## src/logic/audio_pkg.sv

```systemverilog
package audio_pkg;

    // sample and frame format
    localparam int SAMPLE_W = 24;           // bits per channel sample

    typedef struct packed {
        logic [SAMPLE_W-1:0] left;          // upper half, sent in the lrclk low slot
        logic [SAMPLE_W-1:0] right;         // lower half, sent in the lrclk high slot
    } audio_frame_t;

    // sample fifo
    localparam int FIFO_DEPTH = 8;          // frames
    localparam int LEVEL_W    = 4;          // holds 0..FIFO_DEPTH

    // i2s timing, all derived from clk_soc
    localparam int BCLK_HALF = 4;           // clk_soc cycles per bclk half period
    localparam int SLOT_BITS = 32;          // bclks per channel slot, 64 per frame

    // reset stretch after the button is released
    localparam logic [5:0] RST_STRETCH = 6'd32;

    // register map, byte offsets
    localparam logic [7:0] REG_LED     = 8'h00;  // rw
    localparam logic [7:0] REG_INPUT   = 8'h04;  // ro, dip and buttons
    localparam logic [7:0] REG_AUDIO_L = 8'h08;  // wo, staged left sample
    localparam logic [7:0] REG_AUDIO_R = 8'h0C;  // wo, right sample and push
    localparam logic [7:0] REG_STATUS  = 8'h10;  // fifo state, overflow clear on write

    // status register bits
    localparam int ST_FULL      = 0;
    localparam int ST_EMPTY     = 1;
    localparam int ST_OVERFLOW  = 2;        // sticky
    localparam int ST_LEVEL_LSB = 4;        // level sits in LEVEL_W bits from here

endpackage

```

## src/logic/bus_ifs.sv

```systemverilog
// pipelined wishbone slave side, one request per stb cycle
// every request is acked exactly one cycle later, so no stall and no err
interface wb_slave_if;

    logic [31:0] addr;      // byte address, only the low byte is decoded
    logic [31:0] wdata;
    logic [3:0]  sel;       // byte enables
    logic        we;        // 1 = write
    logic        stb;       // request valid this cycle
    logic        ack;       // one cycle after stb
    logic [31:0] rdata;     // valid while ack is high

    modport master (
        output addr,
        output wdata,
        output sel,
        output we,
        output stb,
        input  ack,
        input  rdata
    );

    modport slave (
        input  addr,
        input  wdata,
        input  sel,
        input  we,
        input  stb,
        output ack,
        output rdata
    );

endinterface

// push side of the sample fifo
interface sample_wr_if;

    logic                           push;   // one frame per cycle
    audio_pkg::audio_frame_t        frame;
    logic                           full;   // push is ignored while high
    logic [audio_pkg::LEVEL_W-1:0]  level;  // frames stored

    modport master (output push, output frame, input full, input level);

    modport fifo (input push, input frame, output full, output level);

endinterface

```

## src/logic/sample_fifo.sv

```systemverilog
module sample_fifo (
    input  logic                    clk_i,
    input  logic                    rst_i,
    sample_wr_if.fifo               wr,
    input  logic                    pop_i,
    output audio_pkg::audio_frame_t frame_o,      // head frame, valid when not empty
    output logic                    empty_o
);

    audio_pkg::audio_frame_t mem [audio_pkg::FIFO_DEPTH];   // circular buffer

    logic [$clog2(audio_pkg::FIFO_DEPTH)-1:0] wr_ptr;
    logic [$clog2(audio_pkg::FIFO_DEPTH)-1:0] rd_ptr;
    logic [audio_pkg::LEVEL_W-1:0]            level;
    logic                                     do_push;
    logic                                     do_pop;

    assign wr.full  = (level == audio_pkg::FIFO_DEPTH);
    assign wr.level = level;
    assign empty_o  = (level == '0);
    assign frame_o  = mem[rd_ptr];              // show-ahead read

    assign do_push = wr.push && !wr.full;       // push into a full fifo is lost
    assign do_pop  = pop_i && !empty_o;

    // pointers wrap by themselves, depth is a power of two
    always_ff @(posedge clk_i) begin
        if (rst_i) begin
            wr_ptr <= '0;
            rd_ptr <= '0;
            level  <= '0;
        end else begin
            if (do_push)
                wr_ptr <= wr_ptr + 1'b1;
            if (do_pop)
                rd_ptr <= rd_ptr + 1'b1;
            case ({do_push, do_pop})
                2'b10:   level <= level + 1'b1;
                2'b01:   level <= level - 1'b1;
                default: ;                      // idle, or push and pop together
            endcase
        end
    end

    always_ff @(posedge clk_i) begin
        if (do_push)
            mem[wr_ptr] <= wr.frame;
    end

endmodule

```

## src/logic/i2s_serializer.sv

```systemverilog
module i2s_serializer (
    input  logic                    clk_i,
    input  logic                    rst_i,
    input  audio_pkg::audio_frame_t frame_i,      // fifo head
    input  logic                    empty_i,
    output logic                    pop_o,        // takes the head at frame start
    output logic                    bclk_o,
    output logic                    lrclk_o,      // low = left slot
    output logic                    sdata_o
);

    localparam int CNT_W  = $clog2(2 * audio_pkg::SLOT_BITS);
    localparam int SLOT_W = $clog2(audio_pkg::SLOT_BITS);

    logic [$clog2(audio_pkg::BCLK_HALF)-1:0] div_cnt;  // clk_soc cycles within a bclk half
    logic [CNT_W-1:0]                        bit_cnt;  // bclk index within the frame
    logic [audio_pkg::SLOT_BITS-1:0]         shreg;    // msb goes out next
    logic [audio_pkg::SAMPLE_W-1:0]          right_hold;

    logic half_done;
    logic fall_tick;      // bclk falls on this edge
    logic slot_end;       // last bclk of a slot
    logic frame_start;    // left slot begins
    logic right_start;    // right slot begins

    // sample left aligned in a slot, padded with zeros
    function automatic logic [audio_pkg::SLOT_BITS-1:0] slot_word(
        input logic [audio_pkg::SAMPLE_W-1:0] sample
    );
        return {sample, {(audio_pkg::SLOT_BITS - audio_pkg::SAMPLE_W){1'b0}}};
    endfunction

    assign half_done   = (div_cnt == audio_pkg::BCLK_HALF - 1);
    assign fall_tick   = half_done && bclk_o;
    assign slot_end    = (bit_cnt[SLOT_W-1:0] == '1);
    assign frame_start = fall_tick && slot_end && bit_cnt[CNT_W-1];
    assign right_start = fall_tick && slot_end && !bit_cnt[CNT_W-1];

    assign pop_o   = frame_start && !empty_i;   // no data means a silent frame
    assign lrclk_o = bit_cnt[CNT_W-1];          // upper half of the frame is the right slot

    always_ff @(posedge clk_i) begin
        if (rst_i) begin
            div_cnt <= '0;
            bclk_o  <= 1'b0;
            bit_cnt <= '1;          // parks in the last right bit, lrclk high
            shreg   <= '0;
            sdata_o <= 1'b0;
        end else begin
            div_cnt <= half_done ? '0 : div_cnt + 1'b1;
            if (half_done)
                bclk_o <= ~bclk_o;

            // everything moves on the falling bclk edge
            if (fall_tick) begin
                bit_cnt <= bit_cnt + 1'b1;
                sdata_o <= shreg[audio_pkg::SLOT_BITS-1];   // one bit late, i2s delay
                if (frame_start)
                    shreg <= pop_o ? slot_word(frame_i.left) : '0;
                else if (right_start)
                    shreg <= slot_word(right_hold);
                else
                    shreg <= shreg << 1;
            end
        end
    end

    // right sample waits here for half a frame
    always_ff @(posedge clk_i) begin
        if (frame_start)
            right_hold <= pop_o ? frame_i.right : '0;
    end

endmodule

```

## src/logic/wb_audio_regs.sv

```systemverilog
module wb_audio_regs (
    input  logic         clk_i,
    input  logic         rst_i,
    wb_slave_if.slave    bus,
    sample_wr_if.master  wr,
    input  logic [7:0]   dip_i,
    input  logic [4:0]   btn_i,
    output logic [7:0]   led_o
);

    logic [7:0]                     offset;       // byte offset inside the block
    logic                           wr_req;
    logic                           rd_req;
    logic                           fifo_busy;    // the next push would not fit
    logic                           empty;
    logic                           overflow;     // sticky, a frame was dropped
    logic [audio_pkg::SAMPLE_W-1:0] left_stage;   // left sample waiting for its right
    logic [31:0]                    status_word;
    logic [31:0]                    rdata_next;

    assign offset = bus.addr[7:0];
    assign wr_req = bus.stb && bus.we;
    assign rd_req = bus.stb && !bus.we;
    assign empty  = (wr.level == '0);

    // a push issued last cycle is not in the level yet
    // counting it keeps our drop decision equal to what the fifo does
    assign fifo_busy = wr.full ||
                       (wr.push && wr.level == audio_pkg::FIFO_DEPTH - 1);

    // control state, ack always one cycle after stb
    always_ff @(posedge clk_i) begin
        if (rst_i) begin
            bus.ack  <= 1'b0;
            wr.push  <= 1'b0;
            led_o    <= '0;
            overflow <= 1'b0;
        end else begin
            bus.ack <= bus.stb;
            wr.push <= 1'b0;                    // single cycle pulse
            if (wr_req) begin
                case (offset)
                    audio_pkg::REG_LED: begin
                        if (bus.sel[0])
                            led_o <= bus.wdata[7:0];
                    end
                    audio_pkg::REG_AUDIO_R: begin
                        if (fifo_busy)
                            overflow <= 1'b1;   // frame dropped, bus still acks
                        else
                            wr.push <= 1'b1;
                    end
                    audio_pkg::REG_STATUS: begin
                        if (bus.wdata[audio_pkg::ST_OVERFLOW])
                            overflow <= 1'b0;   // write one to clear
                    end
                    default: ;                  // ro and unmapped writes do nothing
                endcase
            end
        end
    end

    // sample payload, frame goes out together with the push pulse
    always_ff @(posedge clk_i) begin
        if (wr_req && offset == audio_pkg::REG_AUDIO_L)
            left_stage <= bus.wdata[audio_pkg::SAMPLE_W-1:0];
        if (wr_req && offset == audio_pkg::REG_AUDIO_R) begin
            wr.frame.left  <= left_stage;
            wr.frame.right <= bus.wdata[audio_pkg::SAMPLE_W-1:0];
        end
    end

    always_comb begin
        status_word = '0;
        status_word[audio_pkg::ST_FULL]     = wr.full;
        status_word[audio_pkg::ST_EMPTY]    = empty;
        status_word[audio_pkg::ST_OVERFLOW] = overflow;
        status_word[audio_pkg::ST_LEVEL_LSB +: audio_pkg::LEVEL_W] = wr.level;
    end

    // read mux, unmapped and write-only offsets read as zero
    always_comb begin
        case (offset)
            audio_pkg::REG_LED:    rdata_next = {24'h0, led_o};
            audio_pkg::REG_INPUT:  rdata_next = {19'h0, btn_i, dip_i};
            audio_pkg::REG_STATUS: rdata_next = status_word;
            default:               rdata_next = '0;
        endcase
    end

    // read data lands together with ack
    always_ff @(posedge clk_i) begin
        bus.rdata <= rd_req ? rdata_next : '0;
    end

endmodule

```

## src/logic/audio_subsys_top.sv

```systemverilog
module audio_subsys_top (
    input  logic        clk_soc,
    input  logic        btn_rst,
    input  logic [31:0] wb_addr_i,
    input  logic [31:0] wb_wdata_i,
    input  logic [3:0]  wb_sel_i,
    input  logic        wb_we_i,
    input  logic        wb_stb_i,
    output logic        wb_ack_o,
    output logic [31:0] wb_rdata_o,
    input  logic [7:0]  dip_i,
    input  logic [4:0]  btn_i,
    output logic [7:0]  led_o,
    output logic        bclk_o,
    output logic        lrclk_o,
    output logic        sdata_o
);

    // counts down after the button is let go, starts loaded at power up
    logic [$bits(audio_pkg::RST_STRETCH)-1:0] rst_cnt = audio_pkg::RST_STRETCH;
    logic                                     rst_int;

    audio_pkg::audio_frame_t fifo_frame;      // fifo head to serializer
    logic                    fifo_empty;
    logic                    fifo_pop;

    always_ff @(posedge clk_soc) begin
        if (btn_rst)
            rst_cnt <= audio_pkg::RST_STRETCH;
        else if (rst_cnt != '0)
            rst_cnt <= rst_cnt - 1'b1;
    end

    assign rst_int = btn_rst || (rst_cnt != '0);

    wb_slave_if  wb_bus ();
    sample_wr_if smp_wr ();

    // plain bus ports onto the interface, master side
    assign wb_bus.addr  = wb_addr_i;
    assign wb_bus.wdata = wb_wdata_i;
    assign wb_bus.sel   = wb_sel_i;
    assign wb_bus.we    = wb_we_i;
    assign wb_bus.stb   = wb_stb_i;
    assign wb_ack_o     = wb_bus.ack;
    assign wb_rdata_o   = wb_bus.rdata;

    wb_audio_regs regs_inst (
        .clk_i (clk_soc),
        .rst_i (rst_int),
        .bus   (wb_bus.slave),
        .wr    (smp_wr.master),
        .dip_i (dip_i),
        .btn_i (btn_i),
        .led_o (led_o)
    );

    sample_fifo fifo_inst (
        .clk_i   (clk_soc),
        .rst_i   (rst_int),
        .wr      (smp_wr.fifo),
        .pop_i   (fifo_pop),
        .frame_o (fifo_frame),
        .empty_o (fifo_empty)
    );

    i2s_serializer i2s_inst (
        .clk_i   (clk_soc),
        .rst_i   (rst_int),
        .frame_i (fifo_frame),
        .empty_i (fifo_empty),
        .pop_o   (fifo_pop),
        .bclk_o  (bclk_o),
        .lrclk_o (lrclk_o),
        .sdata_o (sdata_o)
    );

endmodule

```

## config.mk

```make
export PLATFORM = sky130hd
export DESIGN_NAME = audio_subsys_top
export DESIGN_NICKNAME = d
export VERILOG_FILES = /design/src/logic/audio_pkg.sv /design/src/logic/bus_ifs.sv /design/src/logic/sample_fifo.sv /design/src/logic/i2s_serializer.sv /design/src/logic/wb_audio_regs.sv /design/src/logic/audio_subsys_top.sv
export SDC_FILE = /design/constraint.sdc
export NUM_CORES = 1
export LEC_CHECK = 0
export ABC_CLOCK_PERIOD_IN_PS = 9600
export BUFFER_PORTS_ARGS = -buffer_cell sky130_fd_sc_hd__clkbuf_2
export CAP_MARGIN = 20
export CORE_MARGIN = 10
export CORE_UTILIZATION = 62
export CTS_CLUSTER_SIZE = 40
export DETAILED_ROUTE_END_ITERATION = 12
export PLACE_DENSITY = 0.82
export SLEW_MARGIN = 20
export SYNTH_ARGS = -nofsm -noshare
export SYNTH_HDL_FRONTEND = slang
export SYNTH_HIERARCHICAL = 1
export SYNTH_SLANG_ARGS = --single-unit
export TNS_END_PERCENT = 1
```

## constraint.sdc

```tcl
create_clock -name clk_soc -period 9.6 [get_ports clk_soc]
set_input_delay 0.48 -clock clk_soc [delete_from_list [all_inputs] [get_ports clk_soc]]
set_output_delay 0.48 -clock clk_soc [all_outputs]
set_load 0.05 [all_outputs]
```

# Yosys cells after proc, flatten, opt, wreduce, memory -nomap -nowiden
# Memory sizes are Yosys's and may differ from the RTL's. A register that Yosys moved wholly into a read port is not among the register bits.
# Cells that the tools add are included.
# totals
input_bits	85
memories	1
elab_cells	81
mem_bits_rw	384
reg_bits	197
output_inout_bits	44
# classes
n_reduce_logical	27
muxes	13
addsub	7
n_eq_ne	12
n_bitwise	3
# memory_table
name	depth	width	rd	rd_ports_with_merged_regs	write_ports	line	rtl
fifo_inst.mem	8	48	1	1	1	sample_fifo.sv:10	audio_pkg::audio_frame_t mem [audio_pkg::FIFO_DEPTH];
# ops
op	n
32-bit 2-to-1 mux	3
13-bit case mux with 3 select lines	1
8-bit by 4-bit equality test with 1-bit output, second input constant	2
1-bit logical AND	12
8-bit by 3-bit equality test with 1-bit output, second input constant	1
8-bit by 5-bit equality test with 1-bit output, second input constant	1
8-bit zero test	1
4-bit case mux with 2 select lines	1
3-bit by 1-bit adder with 3-bit output, second input constant	2
6-bit by 1-bit adder with 6-bit output, second input constant	1
3-bit 2-to-1 mux	2
6-bit nonzero test	1
6-bit by 1-bit subtractor with 6-bit output, second input constant	1
5-bit equality test, second input constant	1
1-bit 2-to-1 mux	5
4-bit by 1-bit adder with 4-bit output, second input constant	1
2-bit equality test, second input constant	2
4-bit by 3-bit equality test with 1-bit output, second input constant	1
4-bit equality test, second input constant	1
1-bit zero test	4
4-bit zero test	1
4-bit AND reduction	1
2-bit nonzero test	2
4-bit by 1-bit subtractor with 4-bit output, second input constant	1
other kinds (10)	13

# Depth between registers and ports, before layout
# Gate-level depths: netlist (run 1).
# depth
ltp_word	8
depth_mapped	15
ltp_nobuf	13

# By module
# The synthesis (run 1) kept the hierarchy.
# by_module_without_submodules
mod	seq_area_each_um2	area_per_inst_um2	n_inst	cells_each
sample_fifo	11791.3	15352.2	1	629
wb_audio_regs	2642.5	3296.9	1	188
i2s_serializer	1401.3	2685.1	1	262
audio_subsys_top	120.1	307.8	1	32

# Least setup slack after synthesis (run 1)
# OpenSTA, ideal clock, no wires.
# synth_timing
kind	reg2reg
start	reg fifo_inst.level (netlist bit fifo_inst/wr.level[0])
end	mem fifo_inst/mem[0][0] in the netlist's numbering (enable)
synth_period_minus_slack_ns	5.992
arrival_time_ns	5.419
n_path_buf	1
required_time_ns	9.027
slack_ns	3.608
stages_incl_launch_ff	5
setup_ns	0.573
cell_sequence	dfxtp_1 > or4b_1 > buf_2 > nand2_4 > nor4_1
# synth_via
elab_chain_cells	5
# synth_rtl
item	line	rtl
from (decl)	sample_fifo.sv:14	logic [audio_pkg::LEVEL_W-1:0] level;
from (signal assigned)	sample_fifo.sv:38	2'b10: level <= level + 1'b1;
from (signal assigned)	sample_fifo.sv:39	2'b01: level <= level - 1'b1;
4-bit equality test	sample_fifo.sv:18	assign wr.full = (level == audio_pkg::FIFO_DEPTH);
1-bit zero test	sample_fifo.sv:23	assign do_push = wr.push && !wr.full;
1-bit logical AND	sample_fifo.sv:23	
1-bit 2-to-1 mux	sample_fifo.sv:46	if (do_push)
1-bit 2-to-1 mux (not written as such)	sample_fifo.sv:47	mem[wr_ptr] <= wr.frame;
to (decl)	sample_fifo.sv:10	
# Every way passes these cells.

# Worst setup path after layout (run 1)
# layout_timing
start	reg i2s_inst.bit_cnt[0]
end	reg fifo_inst.level (netlist bit fifo_inst/wr.level[3])
# layout_via
elab_chain_cells	7
word_cells_on_any_way	9
cone_classes	eq/ne (3); mux (1); reduce/logical (5)
# layout_rtl
item	line	rtl
from (decl)	i2s_serializer.sv:16	logic [CNT_W-1:0] bit_cnt;
from (signal assigned)	i2s_serializer.sv:56	bit_cnt <= bit_cnt + 1'b1;
5-bit equality test (*)	i2s_serializer.sv:35	assign slot_end = (bit_cnt[SLOT_W-1:0] == '1);
1-bit logical AND (*) (2 in a row)	i2s_serializer.sv:36	assign frame_start = fall_tick && slot_end && bit_cnt[CNT_W-1];
1-bit logical AND (*)	i2s_serializer.sv:39	assign pop_o = frame_start && !empty_i;
named net fifo_pop	audio_subsys_top.sv:25	logic fifo_pop;
1-bit logical AND (*)	sample_fifo.sv:24	assign do_pop = pop_i && !empty_o;
named net fifo_inst.do_pop	sample_fifo.sv:16	logic do_pop;
2-bit by 1-bit equality test with 1-bit output or 2-bit equality test (tied branches)	sample_fifo.sv:37	case ({do_push, do_pop})
4-bit case mux with 2 select lines or 2-bit nonzero test (tied branches)	--	
# The timed path passes the listed nets; every way through them passes the cells marked *.
# A chain may end at the register's enable or synchronous reset.

==> flow_summary_export.csv, run 1 <==
group,metric,value,unit
outcome,outcome,"finished clean",
critical_path,crit_start,"i2s_inst/bit_cnt[0]",
logic_synthesis,synth_top_family_by_area,"multiplexers",
sta,period_minus_slack,4290,ps
die,initial_core_util,62.8,%
placed_design,postPlaceCellArea,22300,um^2
critical_path,path_cells,"ha_1 > and3_1 > ha_1 > buf_4 > and3b_4 > and2_1 > o41a_1 > ha_1 > nand2_1 > mux2_2 > o41ai_1 > mux2_1",
critical_path,crit_path_top_delay_cell,"and3b_4",
critical_path,crit_buf_inv,1,
routing,detail_route.wl_per_cell,26.2,um
pwr,power.density,194,nW/um^2
logic_synthesis,synthCells,1111,
critical_path,start_kind,"flop",
die,die_w,207,um
cells_and_area,fin_area,23900,um^2
cells_and_area,final_cell_mix,"edfxtp_1, dfxtp_1, clkbuf_2, mux4_2, nor2_1",
critical_path,cp.depth,12,
routing,drc,0,
cts,clk_latency,570,ps
logic_synthesis,synth_mux_area_share,14.7,%
critical_path,cp_top_family,"simple AND/OR/NAND/NOR gates",
cells_and_area,diodes,0,
logic_synthesis,synth_edf_count,480,
sta,hold_violations,0,
cts,hold_buffers,0,
critical_path,crit_arrival,4740,ps
grt,antenna_found_initial,0,
cells_and_area,layout_commonest_cell,"edfxtp_1",
die,core_area,34500,um^2
logic_synthesis,synthXorXnorAreaFrac,0.526,%
cts,numCtsBuffers,51,
sta,final.period_utilization,44.7,%
cts,htreeDepth,2,
logic_synthesis,synth_area_per_cell,19.5,um^2
die,dieHeight,207,um
critical_path,critical_path_class,"reg2reg",
routing,drt_wl_total,44.4,mm
cts,clk_pin_slew_worst_paths,60,ps
die,num_rows,68,
critical_path,rrSetupSlack,5310,ps
grt,grt_usage,21.1,%
critical_path,endpoint,"fifo_inst/wr.level[3]",
cells_and_area,num-nets-final,1290,
grt,grt_first_pass_wirelength,68.0,mm
logic_synthesis,netlist_area,21600,um^2
grt,grt_pass1_vias,11400,
sta,worstMarginPinSlew,1110,ps
logic_synthesis,synth-simple-area-share,5.56,%
logic_synthesis,yosys_warnings,6,
routing,first_pass_iters,5,
sta,fin_skew,15.0,ps
sta,setup_viol,0,
die,die_area,42800,um^2
critical_path,end_kind,"flop",
logic_synthesis,async_flop_share,0,%
critical_path,r2r-start,"i2s_inst/bit_cnt[0]",
job,drv_cap,0,
cts,cts-root-buf,"clkbuf_16",
critical_path,crit_path_max_fanout,49,
cells_and_area,fill_cells,1971,
die,pin_count,129,
pwr,ir_worst_vdd,0.169,mV
grt,globalRouteOverflowTotal,0,
cts,cts_tree,"done",
sta,setup-tns-final,0,ps
critical_path,worst_ep_required_time,10050,ps
routing,drtIter0Drc,1152,
cts,cts.sinks,557,
cells_and_area,layout-drive-gt1-share,25.9,%
pwr,total_power,0.00464,W
sta,relSlewSlack,25.8,%
sta,maxClockFrequency,233,MHz
min_path,whs_path_depth,1,
placed_design,dp.final_hpwl,21.2,mm
cells_and_area,area_growth,10.5,%
routing,vias_per_cell,6.39,
logic_synthesis,synth_ff_type,"edfxtp_1",
placed_design,place.gp.congestion,0.707,
cts,post_cts_buffers,0,
critical_path,slowest_delay,850,ps
sta,rsz0062_at_grt,"false",
cts,cts_resized,0,
logic_synthesis,synth_cell_types,58,
routing,vias,10800,
pwr,p_leak,7.78,nW
logic_synthesis,synth_seq_area_share,73.7,%
critical_path,reg2reg_to,"fifo_inst/wr.level[3]",
critical_path,rr_worst_depth,12,
min_path,hp-class,"in2reg",
sta,slew_viol_final,0,
cells_and_area,final_core_util,69.4,%
placed_design,io_buffer_count,74,
grt,grt_max_degree,58,
routing,antenna_left,0,
logic_synthesis,synthAdderAreaFrac,0.578,%
critical_path,critPathMostFrequentCell,"ha_1",
logic_synthesis,synth-seq-cells,557,
logic_synthesis,synth_compound_area_share,2.21,%
cts,max-clock-path-buffers,3,
-- cell usage after synthesis, drive strengths merged, types with 2 or more instances --
cell	instances	area (um^2)
a22oi	7	52.6
nor2b	2	12.5
edfxtp	480	14400
mux4	96	2250
mux2i	11	110
nor3	14	75.1
and2	7	43.8
or3b	2	17.5
nand2b	28	175
nor3b	4	41.3
mux2	59	815
o21ai	3	15.0
inv	6	22.5
ha	10	125
or4b	2	20.0
a311oi	24	210
xnor2	7	61.3
nand2	15	66.3
or4	3	26.3
or3	4	30.0
nand3b	25	188
dfxtp	77	1540
a21oi	28	140
nand4	2	12.5
nor2	57	214
clkbuf	29	120
xor2	6	52.6
nor4	7	50.1
and3	26	163
nand3	6	30.0
buf	52	444
-- flip-flops by register name (all words and copies together), names as in the netlist, 6 cells and up, named ones only --
signal,count
fifo_inst/mem,384
i2s_inst/bit_cnt,6
i2s_inst/right_hold,24
i2s_inst/shreg,24
regs_inst/bus.rdata,13
regs_inst/led_o,8
regs_inst/left_stage,24
regs_inst/wr.frame,48
rst_cnt,6
-- power by group --
part / internal, W / switching [W] / leakage [nW]
registers: 0.00260 / 0.0000114 / 4.89
clock network: 0.00110 / 0.000833 / 0.790
logic: 0.0000393 / 0.0000608 / 2.10
-- kinds of logic (layout without fill, tap and decap cells) --
| group | after synthesis | count (layout) |
|---|---|---|
| xor gates and xnor gates | 13 | 13 |
| and+or+nand+nor | 208 | 208 |
| DFF | 557 | 557 |
| muxes | 166 | 166 |
| buffers and inverters | 87 | 195 |
| other | 1 | 19 |
| adders and majority gates | 10 | 10 |
| AOI/OAI and AO/OA | 69 | 69 |
-- routing by layer --
metal	up-vias	GRT usage, %	wire length, um
li1	4595	-	-
met1	5518	26.8	16300
met2	610	36.1	23200
met3	91	4.03	3860
met4	0	7.12	1040
met5	-	0	0
-- worst reg2reg max path: stages, from the launching register on --
cell     delay, ps
dfxtp_1        370
ha_1           190
and3_1         170
ha_1           140
buf_4          460
and3b_4        890
and2_1         250
o41a_1         300
ha_1           340
nand2_1        100
mux2_2         280
o41ai_1        310
mux2_1         350
-- per-stage QoR --
step	std cells	worst slack [ps]	hold WS [ps]
global placement	1597	5630	401
CTS	1692	5380	86.2
finish	1692	5310	105
detailed placement	1597	5460	405
floorplan	1129	3610	400
global route	1692	5110	92.1
-- area by class of cell --
| type | instances | area, um^2 | share of cell area [%] |
|---|---|---|---|
| sequential | 557 | 16000 | 66.8 |
| inverter | 6 | 22.5 | 0.0942 |
| timing repair buffer | 94 | 520 | 2.18 |
| tap | 455 | 569 | 2.38 |
| clock inverter | 30 | 216 | 0.905 |
| clock buffer | 65 | 1380 | 5.78 |
| multi-input combinational | 485 | 5240 | 21.9 |
-- how the worst min path moves through the flow --
stage | startpoint | to | slack [ps]
5_1_grt | wb_wdata_i[8] | regs_inst/wr.frame[8] | 90
2_1_floorplan | regs_inst/left_stage[0] | regs_inst/wr.frame[24] | 400
4_1_cts | wb_wdata_i[23] | regs_inst/wr.frame[23] | 90
6_report | wb_wdata_i[13] | regs_inst/wr.frame[13] | 100
3_3_place_gp | regs_inst/left_stage[17] | regs_inst/wr.frame[41] | 400
3_5_place_dp | regs_inst/left_stage[7] | regs_inst/wr.frame[31] | 400
No activity file was read; power rests on OpenSTA's default activity.
==> inputs of run 2 (changes only) <==
--- a/config.mk
+++ b/config.mk
@@ -5,14 +5,15 @@
 export SDC_FILE = /design/constraint.sdc
 export NUM_CORES = 1
 export LEC_CHECK = 0
-export ABC_CLOCK_PERIOD_IN_PS = 9600
+export ABC_AREA = 1
+export ABC_CLOCK_PERIOD_IN_PS = 3550
 export BUFFER_PORTS_ARGS = -buffer_cell sky130_fd_sc_hd__clkbuf_2
 export CAP_MARGIN = 20
 export CORE_MARGIN = 10
-export CORE_UTILIZATION = 62
+export CORE_UTILIZATION = 55
 export CTS_CLUSTER_SIZE = 40
 export DETAILED_ROUTE_END_ITERATION = 12
-export PLACE_DENSITY = 0.82
+export PLACE_DENSITY = 0.77
 export SLEW_MARGIN = 20
 export SYNTH_ARGS = -nofsm -noshare
 export SYNTH_HDL_FRONTEND = slang
==> constraint.sdc (replaced) <==
create_clock -name clk_soc -period 3.55 [get_ports clk_soc]
set_input_delay 0.1775 -clock clk_soc [delete_from_list [all_inputs] [get_ports clk_soc]]
set_output_delay 0.1775 -clock clk_soc [all_outputs]
set_load 0.05 [all_outputs]
==> run 2 against run 1 <==
  * Synthesized cell count up 64%
  * Non-clock buffer count is 55 higher
  * Maximum frequency is 42% higher
  * Design area rose by 5.4%
  * Setup slack worse by 4800 ps
  * Combinational power rose to 3.5 times the previous value
  * Global-route usage decreased by 0.29 points
==> flow_summary_export.csv, run 2 <==
group,metric,value,unit
cts,cts_tree,"done",
critical_path,slowest_delay,360,ps
cells_and_area,layout-drive-gt1-share,11.8,%
grt,globalRouteOverflowTotal,0,
grt,antenna_found_initial,0,
cells_and_area,num-nets-final,2026,
pwr,power.density,522,nW/um^2
routing,drt-met1-wl,19.4,mm
die,die_area,48600,um^2
critical_path,cp_top_family,"adder cells",
logic_synthesis,synth_seq_area_share,72.1,%
critical_path,path_cells,"ha_1 > inv_1 > nor3_1 > ha_1 > inv_1 > nor2_4 > nand3_4 > inv_1 > nand2_1 > inv_1 > ha_1 > nand2_1 > inv_1 > nor2_1 > ha_1 > a21oi_1 > xnor2_1 > o21ai_0 > inv_1",
routing,drc,0,
cells_and_area,final_cell_mix,"edfxtp_1, nor2_1, nand2_1, o21ai_0, inv_1",
critical_path,end_kind,"flop",
logic_synthesis,netlist_top_cells_area,"edfxtp_1, dfxtp_1, nor2_1",
sta,final.period_utilization,85.3,%
sta,worstMarginPinSlew,1080,ps
cts,numCtsBuffers,51,
routing,first_pass_iters,7,
die,die_w,221,um
routing,drt_wl_total,50.6,mm
routing,drtIter0Drc,1336,
critical_path,crit_buf_inv,6,
critical_path,reg2reg_to,"fifo_inst/wr.level[2]",
critical_path,crit_path_top_delay_cell,"dfxtp_1",
cells_and_area,area_growth,14.0,%
die,initial_core_util,55.7,%
routing,dr.max_layer_used,"met4",
sta,fin_skew,22.1,ps
cells_and_area,fill_cells,2795,
critical_path,crit_arrival,3480,ps
cts,cts.sinks,557,
min_path,hold_end,"regs_inst/overflow",
grt,grt_pass1_vias,14400,
logic_synthesis,yosys-top-cells-count,"edfxtp_1, nor2_1, nand2_1",
min_path,whs_path_depth,6,
sta,maxClockFrequency,330,MHz
cells_and_area,largest_reg_flops,384,
critical_path,start_kind,"flop",
cts,clk_latency,580,ps
critical_path,rrSetupSlack,520,ps
outcome,outcome,"finished clean",
cts,post_cts_buffers,0,
logic_synthesis,netlist_area,22100,um^2
cells_and_area,layout_commonest_cell,"edfxtp_1",
routing,vias,14300,
routing,antenna_left,0,
logic_synthesis,synth_ff_type,"edfxtp_1",
grt,grt_max_degree,103,
placed_design,place.gp.congestion,0.833,
die,num_rows,73,
cells_and_area,largestRegisters,"fifo_inst/mem (384), regs_inst/wr.frame (48)",
cells_and_area,fin_area,25200,um^2
critical_path,r2r-start,"i2s_inst/bit_cnt[0]",
logic_synthesis,yosysMostFrequentCell,"edfxtp_1",
placed_design,postPlaceCellArea,23000,um^2
routing,dr_wl_met2,25.3,mm
sta,hold_violations,0,
critical_path,worst_ep_required_time,4000,ps
pwr,p_leak,9.10,nW
placed_design,io_buffer_count,74,
critical_path,critical_path_class,"reg2reg",
logic_synthesis,async_flop_share,0,%
routing,vias_per_cell,5.72,
sta,rsz0062_at_grt,"false",
cts,max-clock-path-buffers,3,
critical_path,rr_worst_depth,19,
logic_synthesis,synth-seq-cells,557,
pwr,ir_worst_vdd,0.422,mV
cts,clk_pin_slew_worst_paths,70,ps
logic_synthesis,synth_cell_types,43,
logic_synthesis,yosys_warnings,6,
logic_synthesis,synth_edf_count,480,
sta,slew_viol_final,0,
logic_synthesis,synth_area_per_cell,12.1,um^2
cells_and_area,multiInputGateArea,5240,um^2
sta,relSlewSlack,28.0,%
critical_path,crit_path_max_fanout,6,
logic_synthesis,synthCells,1822,
sta,period_minus_slack,3030,ps
sta,setup-tns-final,0,ps
die,core_area,39700,um^2
logic_synthesis,synth_top_area_share,65.2,%
critical_path,critPathMostFrequentCell,"inv_1",
logic_synthesis,synth_area_leader_cell,"edfxtp_1",
cells_and_area,top_register,"fifo_inst/mem",
cells_and_area,regArea,16000,um^2
routing,met3_length,4.29,mm
cells_and_area,diodes,0,
placed_design,dp.final_hpwl,27.6,mm
min_path,hp-start,"wb_addr_i[4]",
sta,setup_viol,0,
routing,detail_route.wl_per_cell,20.3,um
grt,grt_usage,20.8,%
job,drv_cap,0,
cts,htreeDepth,2,
cts,cts-root-buf,"clkbuf_16",
min_path,hp-class,"in2reg",
grt,grt_first_pass_wirelength,79.0,mm
die,pin_count,129,
die,dieHeight,221,um
==> run 2: cell count changes in the layout (fill, tap and decap cells not counted), moves of 37 or more <==
cell,delta
dlygate4sd3_1,+40
inv_1,+91
mux2_4,-40
mux2i_1,+37
mux4_2,-72
nand2_1,+239
nand3_1,+58
nor2_1,+254
o21ai_0,+140
o21ai_1,+75
o22ai_1,+48
==> run 2: area by class of cell <==
class	instances	share of cell area, %
Sequential cell	557	63.3
Multi-Input combinational cell	1070	20.8
Clock buffer	63	5.56
Timing Repair Buffer	149	4.66
Tap cell	525	2.61
Clock inverter	31	1.54
Inverter	102	1.54
==> run 2: repair_timing <==
item,CTS,global route
hold buffers,40,0
gates resized for setup,0,0
endpoints found under the hold margin,72,0
==> run 2: routing by layer <==
metal	vias to the layer above	GRT usage (%)
li1	6554	-
met1	6916	26.3
met2	698	35.1
met3	126	3.96
met4	0	7.87
met5	-	0
==> run 2: worst max path at each step <==
stage,startpoint,end,slack (ps),cells past startpoint
after floorplan,fifo_inst/wr.level[1],fifo_inst/mem[1][0],160,6
after global placement,i2s_inst/bit_cnt[0],fifo_inst/wr.level[2],770,19
after detailed placement,i2s_inst/bit_cnt[0],fifo_inst/wr.level[2],640,19
after CTS,i2s_inst/bit_cnt[0],fifo_inst/wr.level[2],600,19
after global routing,i2s_inst/bit_cnt[0],fifo_inst/wr.level[2],250,19
final,i2s_inst/bit_cnt[0],fifo_inst/wr.level[2],520,19
==> run 2: per-stage QoR <==
| step | total power, W | utilization, % | setup slack (ps) | instances | hold WS [ps] |
|---|---|---|---|---|---|
| after floorplan | 0.00745 | - | 161 | 1840 | 276 |
| after global placement | 0.00750 | 57.9 | 768 | 2363 | 372 |
| after detailed placement | 0.00752 | 57.9 | 635 | 2363 | 371 |
| after CTS | 0.0132 | 63.4 | 596 | 2497 | 9.33 |
| after global routing | 0.0135 | 63.5 | 249 | 2497 | 91.3 |
| final | 0.0132 | 63.5 | 522 | 2497 | 41.9 |
==> run 2: cell families (layout without fill, tap and decap cells) <==
group | after synthesis | count (layout) | synth area share [%]
and+or+nand+nor | 673 | 673 | 12.6
DFF | 557 | 557 | 72.1
AOI/OAI and AO/OA | 314 | 314 | 7.47
buffers and inverters | 213 | 345 | 4.83
muxes | 49 | 49 | 2.22
adders and majority gates | 10 | 10 | 0.566
xor gates and xnor gates | 5 | 5 | 0.198
other | 1 | 19 | 0.0170
==> run 2: worst reg2reg max path, stage by stage, from the launching register on <==
cell	delay [ps]
dfxtp_1	360
ha_1	180
inv_1	50
nor3_1	150
ha_1	260
inv_1	110
nor2_4	150
nand3_4	70
inv_1	100
nand2_1	150
inv_1	170
ha_1	230
nand2_1	70
inv_1	80
nor2_1	60
ha_1	180
a21oi_1	140
xnor2_1	90
o21ai_0	240
inv_1	80
==> run 2: report_power, final <==
group | switching (W) | internal, W
logic | 0.000221 | 0.000127
clock network | 0.00235 | 0.00339
registers | 0.0000337 | 0.00704
total | 0.00260 | 0.0106
